<file path="config.mk">
export PLATFORM = sky130hd
export DESIGN_NAME = rdWrCtlr
export DESIGN_NICKNAME = d
export VERILOG_FILES = /design/src/rtl/hifPkg.sv /design/src/rtl/clientPkg.sv /design/src/rtl/rdWrCtlr.sv /design/src/rtl/hifReqDriver.sv /design/src/rtl/hifAddrGen.sv /design/src/rtl/portArbiter.sv
export VERILOG_INCLUDE_DIRS = /design/src /design/src/rtl
export SDC_FILE = /design/constraint.sdc
export NUM_CORES = 1
export LEC_CHECK = 0
export BUFFER_PORTS_ARGS = -buffer_cell sky130_fd_sc_hd__buf_2
export CAP_MARGIN = 20
export CELL_PAD_IN_SITES_DETAIL_PLACEMENT = 1
export CELL_PAD_IN_SITES_GLOBAL_PLACEMENT = 1
export CORE_AREA = 2 2 163 165
export DETAILED_ROUTE_END_ITERATION = 7
export DIE_AREA = 0 0 165 167
export HOLD_SLACK_MARGIN = 0.06
export PLACE_DENSITY = 0.59
export SLEW_MARGIN = 20
export SYNTH_ARGS = -nofsm -noshare
export SYNTH_HDL_FRONTEND = slang
export SYNTH_HIERARCHICAL = 1
export SYNTH_SLANG_ARGS = --single-unit
</file>
<file path="constraint.sdc">
create_clock -name macPIClk -period 5.28 [get_ports macPIClk]
set_input_delay 1.056 -clock macPIClk [delete_from_list [all_inputs] [get_ports macPIClk]]
set_output_delay 1.056 -clock macPIClk [all_outputs]
set_load 0.02 [all_outputs]
</file>
<file path="src/rtl/rdWrCtlr_defines.svh">
// Bus width, word step and status access size macros for the read/write controller
`ifndef RDWR_CTLR_DEFINES_SVH
`define RDWR_CTLR_DEFINES_SVH

// Host bus widths
`define RDWR_ADDR_W     32        // Byte address
`define RDWR_DATA_W     32        // One data word
`define RDWR_SIZE_W     3         // AHB HSIZE encoding

// Burst stepping
`define RDWR_WORD_STEP  4         // Bytes per beat, always a full word

// Status updater accesses are fixed to one word
`define RDWR_STA_SIZE   3'b010

`endif
</file>
<file path="src/rtl/hifPkg.sv">
// Host bus types: access size enum, command and response structs
`include "rdWrCtlr_defines.svh"

package hifPkg;

  // AHB HSIZE encoding
  typedef enum logic [`RDWR_SIZE_W-1:0]
  {
    SIZE_BYTE = 3'b000,
    SIZE_HALF = 3'b001,
    SIZE_WORD = `RDWR_STA_SIZE    // Also the fixed status size
  } hifSize_e;

  // Command toward the AHB master
  typedef struct packed
  {
    logic [`RDWR_ADDR_W-1:0] addressIn;      // Start or current burst address
    logic                    read;           // Read strobe
    logic                    write;          // Write strobe
    hifSize_e                size;           // Beat size
    logic [`RDWR_DATA_W-1:0] writeData;      // Data for the current beat
  } hifCmd_t;

  // Response from the AHB master
  typedef struct packed
  {
    logic                    error;          // Bus error response
    logic [`RDWR_DATA_W-1:0] readDataOut;    // Read beat data
    logic                    readDataValid;  // Read beat valid
    logic                    ready;          // Beat accepted, push next one
    logic                    transComplete;  // Burst finished
  } hifRsp_t;

endpackage

</file>
<file path="src/rtl/clientPkg.sv">
// Client port types: port selection enum, request and response structs
`include "rdWrCtlr_defines.svh"

package clientPkg;

  // Currently owning client
  typedef enum logic [1:0]
  {
    PORT_NONE = 2'd0,
    PORT_RX   = 2'd1,
    PORT_TX   = 2'd2,
    PORT_STA  = 2'd3
  } portSel_e;

  // rxList / txList request, levels held for the whole access
  typedef struct packed
  {
    logic [`RDWR_ADDR_W-1:0] startAddress;   // Byte address, low bits ignored
    logic                    read;           // Read request level
    logic                    write;          // Write request level
    hifPkg::hifSize_e        size;           // Access size
    logic [`RDWR_DATA_W-1:0] writeData;      // Current write word
    logic                    last;           // Last read beat, stops the strobe
  } listReq_t;

  // Status updater request, write only
  typedef struct packed
  {
    logic [`RDWR_ADDR_W-1:0] startAddress;
    logic                    write;
    logic [`RDWR_DATA_W-1:0] writeData;
  } staReq_t;

  // Response seen by a client
  // staUpd only looks at error, nextData and transComplete
  typedef struct packed
  {
    logic                    error;          // Transfer error
    logic                    nextData;       // Beat taken, present next word
    logic [`RDWR_DATA_W-1:0] readData;       // Read word
    logic                    readDataValid;  // Read word valid
    logic                    transComplete;  // Access done
  } clientRsp_t;

endpackage

</file>
<file path="src/rtl/rdWrCtlr.sv">
// Read/write controller top: arbiter, address generator and request driver wiring
`timescale 1ns/100ps
`include "rdWrCtlr_defines.svh"

module rdWrCtlr
(
  input  logic                   macPIClk,
  input  logic                   macPIClkHardRst_n,
  input  clientPkg::listReq_t    rxReq,
  input  clientPkg::listReq_t    txReq,
  input  clientPkg::staReq_t     staReq,
  input  hifPkg::hifRsp_t        hifRsp,
  output hifPkg::hifCmd_t        hifCmd,
  output clientPkg::clientRsp_t  rxRsp,
  output clientPkg::clientRsp_t  txRsp,
  output clientPkg::clientRsp_t  staRsp,
  output logic                   rdWrCtlrIdle
);

  import clientPkg::*;
  import hifPkg::*;

  logic                    accessStart;
  portSel_e                startPort;
  portSel_e                activeSel;
  logic                    readActive;
  logic                    writeActive;
  logic [`RDWR_ADDR_W-1:0] hifAddr;
  logic                    hifRead;
  logic                    hifWrite;
  hifSize_e                hifSize;
  logic [`RDWR_DATA_W-1:0] hifWrData;

  //////////////////////////////
  // Blocks
  //////////////////////////////
  portArbiter arb_i (.macPIClk, .macPIClkHardRst_n, .rxReq, .txReq, .staReq, .hifRsp,
                     .rxRsp, .txRsp, .staRsp, .accessStart, .startPort, .activeSel,
                     .readActive, .writeActive, .rdWrCtlrIdle);

  hifAddrGen addrGen_i (.macPIClk, .macPIClkHardRst_n, .accessStart, .startPort,
                        .rxAddr(rxReq.startAddress), .txAddr(txReq.startAddress),
                        .staAddr(staReq.startAddress), .readActive, .writeActive,
                        .ready(hifRsp.ready), .addressIn(hifAddr));

  hifReqDriver reqDrv_i (.rxReq, .txReq, .staWriteData(staReq.writeData), .activeSel,
                         .readActive, .writeActive, .read(hifRead), .write(hifWrite),
                         .size(hifSize), .writeData(hifWrData));

  // Pack host bus command
  assign hifCmd = '{addressIn: hifAddr,
                    read:      hifRead,
                    write:     hifWrite,
                    size:      hifSize,
                    writeData: hifWrData};

  // Read strobe only after the start address was loaded
  noReadAtAddr0: assert property (@(posedge macPIClk) disable iff (!macPIClkHardRst_n)
    hifCmd.read |-> (hifCmd.addressIn != '0));

endmodule

</file>
<file path="src/rtl/hifReqDriver.sv">
// HIF request driver: write data and size mux, read and write strobe generation
`timescale 1ns/100ps
`include "rdWrCtlr_defines.svh"

module hifReqDriver
(
  input  clientPkg::listReq_t       rxReq,
  input  clientPkg::listReq_t       txReq,
  input  logic [`RDWR_DATA_W-1:0]   staWriteData,
  input  clientPkg::portSel_e       activeSel,
  input  logic                      readActive,
  input  logic                      writeActive,
  output logic                      read,
  output logic                      write,
  output hifPkg::hifSize_e          size,
  output logic [`RDWR_DATA_W-1:0]   writeData
);

  import clientPkg::*;
  import hifPkg::*;

  logic liveRead;
  logic liveWrite;
  logic lastAccess;

  //////////////////////////////
  // Data and size mux
  //////////////////////////////
  always_comb
  begin
    case (activeSel)
      PORT_RX:
      begin
        writeData = rxReq.writeData;
        size      = rxReq.size;
      end
      PORT_TX:
      begin
        writeData = txReq.writeData;
        size      = txReq.size;
      end
      PORT_STA:
      begin
        writeData = staWriteData;
        size      = SIZE_WORD;            // Status always one word
      end
      default:
      begin
        writeData = '0;
        size      = SIZE_BYTE;            // Encodes as zero
      end
    endcase
  end

  //////////////////////////////
  // Strobes
  //////////////////////////////
  assign lastAccess = rxReq.last | txReq.last;
  assign liveRead   = rxReq.read | txReq.read;
  // staUpd level stands in as ownership, released with its transComplete
  assign liveWrite  = rxReq.write | txReq.write | (activeSel == PORT_STA);

  assign read  = readActive & liveRead & ~lastAccess;   // One cycle after request
  assign write = writeActive & liveWrite;

endmodule

</file>
<file path="src/rtl/hifAddrGen.sv">
// Burst address generator: aligned start address capture and per-beat increment
`timescale 1ns/100ps
`include "rdWrCtlr_defines.svh"

module hifAddrGen
(
  input  logic                      macPIClk,
  input  logic                      macPIClkHardRst_n,
  input  logic                      accessStart,
  input  clientPkg::portSel_e       startPort,
  input  logic [`RDWR_ADDR_W-1:0]   rxAddr,
  input  logic [`RDWR_ADDR_W-1:0]   txAddr,
  input  logic [`RDWR_ADDR_W-1:0]   staAddr,
  input  logic                      readActive,
  input  logic                      writeActive,
  input  logic                      ready,          // HIF beat accepted
  output logic [`RDWR_ADDR_W-1:0]   addressIn
);

  import clientPkg::*;

  localparam logic [`RDWR_ADDR_W-1:0] WordStep = `RDWR_ADDR_W'(`RDWR_WORD_STEP);

  // Clear byte offset within a word
  function automatic logic [`RDWR_ADDR_W-1:0] alignWord(input logic [`RDWR_ADDR_W-1:0] addr);
    return addr & ~(WordStep - 1'b1);
  endfunction

  //////////////////////////////
  // Address register
  //////////////////////////////
  always_ff @(posedge macPIClk or negedge macPIClkHardRst_n)
  begin
    if (!macPIClkHardRst_n)
      addressIn <= '0;
    else if (accessStart)
    begin
      // Load start address of the winner
      case (startPort)
        PORT_RX:  addressIn <= alignWord(rxAddr);
        PORT_TX:  addressIn <= alignWord(txAddr);
        PORT_STA: addressIn <= alignWord(staAddr);
        default:  addressIn <= addressIn;
      endcase
    end
    else if (readActive || writeActive)
    begin
      if (ready)
        addressIn <= addressIn + WordStep;   // Next beat
    end
    else
      addressIn <= '0;                       // Idle
  end

endmodule

</file>
<file path="src/rtl/portArbiter.sv">
// Port arbiter with request edge detection, active port register, idle flag and response routing
`timescale 1ns/100ps

module portArbiter
(
  input  logic                   macPIClk,
  input  logic                   macPIClkHardRst_n,
  input  clientPkg::listReq_t    rxReq,
  input  clientPkg::listReq_t    txReq,
  input  clientPkg::staReq_t     staReq,
  input  hifPkg::hifRsp_t        hifRsp,
  output clientPkg::clientRsp_t  rxRsp,
  output clientPkg::clientRsp_t  txRsp,
  output clientPkg::clientRsp_t  staRsp,
  output logic                   accessStart,  // First cycle of an access
  output clientPkg::portSel_e    startPort,    // Winner, valid with accessStart
  output clientPkg::portSel_e    activeSel,    // Registered owner
  output logic                   readActive,   // Registered read level
  output logic                   writeActive,  // Registered write level
  output logic                   rdWrCtlrIdle
);

  import clientPkg::*;

  logic writeReq;     // Any live write level
  logic readReq;      // Any live read level
  logic writeStart;
  logic readStart;

  //////////////////////////////
  // Request detection
  //////////////////////////////
  assign writeReq   = rxReq.write | txReq.write | staReq.write;
  assign readReq    = rxReq.read | txReq.read;     // staUpd never reads
  assign writeStart = writeReq & ~writeActive;     // Rising level
  assign readStart  = readReq & ~readActive;
  assign accessStart = writeStart | readStart;

  always_ff @(posedge macPIClk or negedge macPIClkHardRst_n)
  begin
    if (!macPIClkHardRst_n)
    begin
      writeActive <= 1'b0;
      readActive  <= 1'b0;
    end
    else
    begin
      writeActive <= writeReq;
      readActive  <= readReq;
    end
  end

  // Writes first, then rx, tx, staUpd inside each class
  always_comb
  begin
    startPort = PORT_NONE;
    if (writeStart)
    begin
      if (rxReq.write)
        startPort = PORT_RX;
      else if (txReq.write)
        startPort = PORT_TX;
      else
        startPort = PORT_STA;
    end
    else if (readStart)
    begin
      if (rxReq.read)
        startPort = PORT_RX;
      else
        startPort = PORT_TX;
    end
  end

  //////////////////////////////
  // Active port
  //////////////////////////////
  always_ff @(posedge macPIClk or negedge macPIClkHardRst_n)
  begin
    if (!macPIClkHardRst_n)
      activeSel <= PORT_NONE;
    else if (accessStart)
      activeSel <= startPort;                 // New start wins over release
    else if (hifRsp.transComplete)
      activeSel <= PORT_NONE;                 // Release after burst end
  end

  assign rdWrCtlrIdle = ~(writeReq | readReq | (activeSel != PORT_NONE));

  //////////////////////////////
  // Response routing
  //////////////////////////////
  // Zeros unless this client owns the bus
  function automatic clientRsp_t routeRsp(input portSel_e port, input logic canRead);
    clientRsp_t rsp;
    rsp = '0;
    if (activeSel == port)
    begin
      rsp.error         = hifRsp.error;
      rsp.nextData      = hifRsp.ready;
      rsp.transComplete = hifRsp.transComplete;
      if (canRead)
      begin
        rsp.readData      = hifRsp.readDataOut;
        rsp.readDataValid = hifRsp.readDataValid & readReq;  // Only during a read
      end
    end
    return rsp;
  endfunction

  always_comb
  begin
    rxRsp  = routeRsp(PORT_RX, 1'b1);
    txRsp  = routeRsp(PORT_TX, 1'b1);
    staRsp = routeRsp(PORT_STA, 1'b0);    // Write-only client
  end

  // Client protocol checks
  writeNotRead: assert property (@(posedge macPIClk) disable iff (!macPIClkHardRst_n)
    writeActive |-> !readActive);
  listReadsExcl: assert property (@(posedge macPIClk) disable iff (!macPIClkHardRst_n)
    rxReq.read |-> !txReq.read);
  writesExcl: assert property (@(posedge macPIClk) disable iff (!macPIClkHardRst_n)
    $onehot0({rxReq.write, txReq.write, staReq.write}));

endmodule

</file>
==> results.ini <==
[power_and_ir_drop]
comb_power_share_pct = 53.5
p_switching_w = 0.000788
swShare_pct = 47.3
vdd_drop_max_v = 0.000112
power.share.sequential_pct = 27.8
clkPwrFrac_pct = 18.7
internal_power_w = 0.000877
p_leak_nw = 3.51
power.density_nw_per_um2 = 248

[cts]
tritoncts = yes
htreeDepth = 2
numCtsBuffers = 5
cts_setup_buffers = 0
clockBufferDepth = 2
clk_pin_slew_worst_paths_ps = 60
cts_resized = 0
holdBufCountCts = 0
insertion_delay_ps = 290
cts_root_buf = clkbuf_16
cts_sinks = 34

[timing]
finalWorstSetupSlack_ps = 1750
drv_slew = 0
setup_tns_ps = 0
max_slew_margin_pct = 29.0
rsz0062_at_grt = no
final-hold-violation-count = 0
final.period_utilization_pct = 66.9
fin_crit_ps = 3530
setup_viol = 0
max_freq_mhz = 283
worst_pin_slew_ps = 1060
clock_skew_ps = 9.67

[place]
pre_cts_ws_ps = 1410
hpwl_um = 17800
gp_congestion = 0.785
port_buffers = 379

[routing]
vias = 5489
drc = 0
avgViaCountPerCell = 4.43
antenna_left = 0
dr.pass1.iters = 6
drt-initial-drc-count = 167
wirelength_um = 22200
avgRoutedWirePerCell_um = 17.9

[setup_path]
worstSetupStartpoint = rxReq[36]
r2r-start = arb_i/writeActive
startpoint_type = input port
slowest_stage = nor2_4
critPathCaptureType = register
worstPathRequired_ps = 5440
crit_arrival_ps = 3690
slowest_delay_ps = 810
path_class = in2reg
crit_chain = buf_2, nor3_2, a2bb2oi_1, nor2_4, nor2b_1, buf_4, a22o_1, a22o_1, a311o_1
cp_max_fo = 45
cpMostUsedCell = a22o_1

[final_layout]
syn2layout_area_growth_pct = 47.6
nets = 1142
drive_gt1_share_pct = 51.7
fillers = 3213

[min_path]
hold_class = reg2reg
hp-start = addrGen_i/addressIn[3]

[die]
coreArea_um2 = 25800
fp.dieW_um = 165
start_util_pct = 17.7
dieArea_um2 = 27600
die_height_um = 167
fp-row-count = 59
pin_count = 421

[logic_synthesis]
synth_top_area_share_pct = 18.7
synthTopCellsByArea = dfrtp_1, a22o_1, and2_1
yosysUniqueCellTypes = 57
synth_enable_flop_cells = 0
synth_top_area_cell = dfrtp_1
synthCells = 549
synth_area_um2 = 4560
yosys_most_used_dff = dfrtp_1
avgSynthCellArea_um2 = 8.30
yosysWarnings = 6
async_reset_ff_share_pct = 100
ys_seq_area_share_pct = 18.7
synth-seq-cells = 34

[grt]
grt_max_degree = 46
grt_overflow_total = 0
grt_pass1_vias = 5526
grt_util_all_layers_pct = 15.1
antenna_found_initial = 6
grt_pass1_wl_um = 32200

[job]
drv_cap = 0

[outcome]
outcome = completed

power by group through the flow:
stage | Sequential, W | Clock, W | Combinational, W
floorplan | 0.000525 | 0 | 0.000504
global placement | 0.000464 | 0 | 0.000897
detailed placement | 0.000467 | 0 | 0.000906
CTS | 0.000463 | 0.000326 | 0.000909
global route | 0.000484 | 0.000337 | 0.000977
finish | 0.000463 | 0.000312 | 0.000891
cell usage in the layout, fill, tap and decap left out, types with 8 or more instances in the layout:
cell type  instances
buf_2            379
and2_1            72
a22o_1            54
nor2_1            38
conb_1            35
dfrtp_1           33
a21oi_1           29
o21ai_0           29
mux2_4            26
mux2_2            22
nand2_1           21
mux2i_1           17
nand3_1           12
nand4_1           10
a22oi_1            9
nor3_1             9
o21ai_1            8
buf_4              8
registers in the layout, indices dropped and copies added (netlist names):
| signal | flops |
|---|---|
| addrGen_i/addressIn | 30 |
| arb_i/activeSel | 2 |
| arb_i/readActive | 1 |
| arb_i/writeActive | 1 |
final cells by class:
type | count | area [µm²] | share of cell area, %
antenna | 5 | 12.5 | 0.186
tap | 335 | 419 | 6.23
inverter | 7 | 26.3 | 0.391
multi-input combinational | 463 | 3310 | 49.2
sequential | 34 | 852 | 12.7
clock inverter | 2 | 12.5 | 0.186
timing repair buffer | 387 | 1960 | 29.1
clock buffer | 6 | 139 | 2.06
synthesized netlist by cell type (9+ instances only):
| library cell | number |
|---|---|
| nand4_1 | 10 |
| a21oi_1 | 29 |
| nand3_1 | 12 |
| dfrtp_1 | 34 |
| o21ai_0 | 29 |
| nand2_1 | 21 |
| buf_2 | 13 |
| buf_4 | 39 |
| and2_1 | 72 |
| mux2i_1 | 17 |
| mux2_4 | 26 |
| nor2_1 | 39 |
| a22o_1 | 54 |
| clkbuf_1 | 18 |
| mux2_2 | 22 |
| a22oi_1 | 10 |
| nor3_1 | 9 |
| o21ai_1 | 9 |
kinds of logic after synthesis:
family                     share of synthesized area [%]
AOI/OAI and AO/OA                                   24.2
adders and majority gates                          0.274
buffers and inverters                               12.4
DFF                                                 18.7
muxes                                               18.0
other                                              0.165
and+or+nand+nor                                     26.3
worst paths after layout:
check / end / slack (ps) / cells after the start
max: addrGen_i/addressIn[26] / 1750 / 9
max reg2reg: addrGen_i/addressIn[26] / 2150 / 7
max in group asynchronous: arb_i/activeSel[1] / 3770 / 1
min in group asynchronous: addrGen_i/addressIn[2] / 890 / 1
min reg2reg: addrGen_i/addressIn[3] / 560 / 2
min: addrGen_i/addressIn[3] / 560 / 2
layer usage:
layer  vias to the layer above  part of all wire, %  wire (µm)  GRT usage [%]
met5                         -                0.059         13              0
met4                         2                  1.6        346           4.46
met3                        20                  8.1       1800           4.03
met2                       223                   52      11500           27.6
met1                      2596                   38       8520           16.9
li1                       2648                    -          -              -
stage by stage:
stage	util [%]	total power, W	hold WS (ps)	instances	area [µm²]
2_1_floorplan	-	0.00103	562	582	4680
3_3_place_gp	25.5	0.00136	551	1226	6560
3_5_place_dp	25.5	0.00137	555	1226	6560
4_1_cts	26.1	0.00170	572	1234	6720
5_1_grt	26.1	0.00180	610	1239	6730
6_report	26.1	0.00167	561	1239	6730
worst max-delay path: cells and delay by family:
kind	cells	cell delay [ps]
buffers and inverters	2	420
AOI/OAI and AO/OA	4	860
and+or+nand+nor	3	1310
No activity file was read; power rests on OpenSTA's default activity.
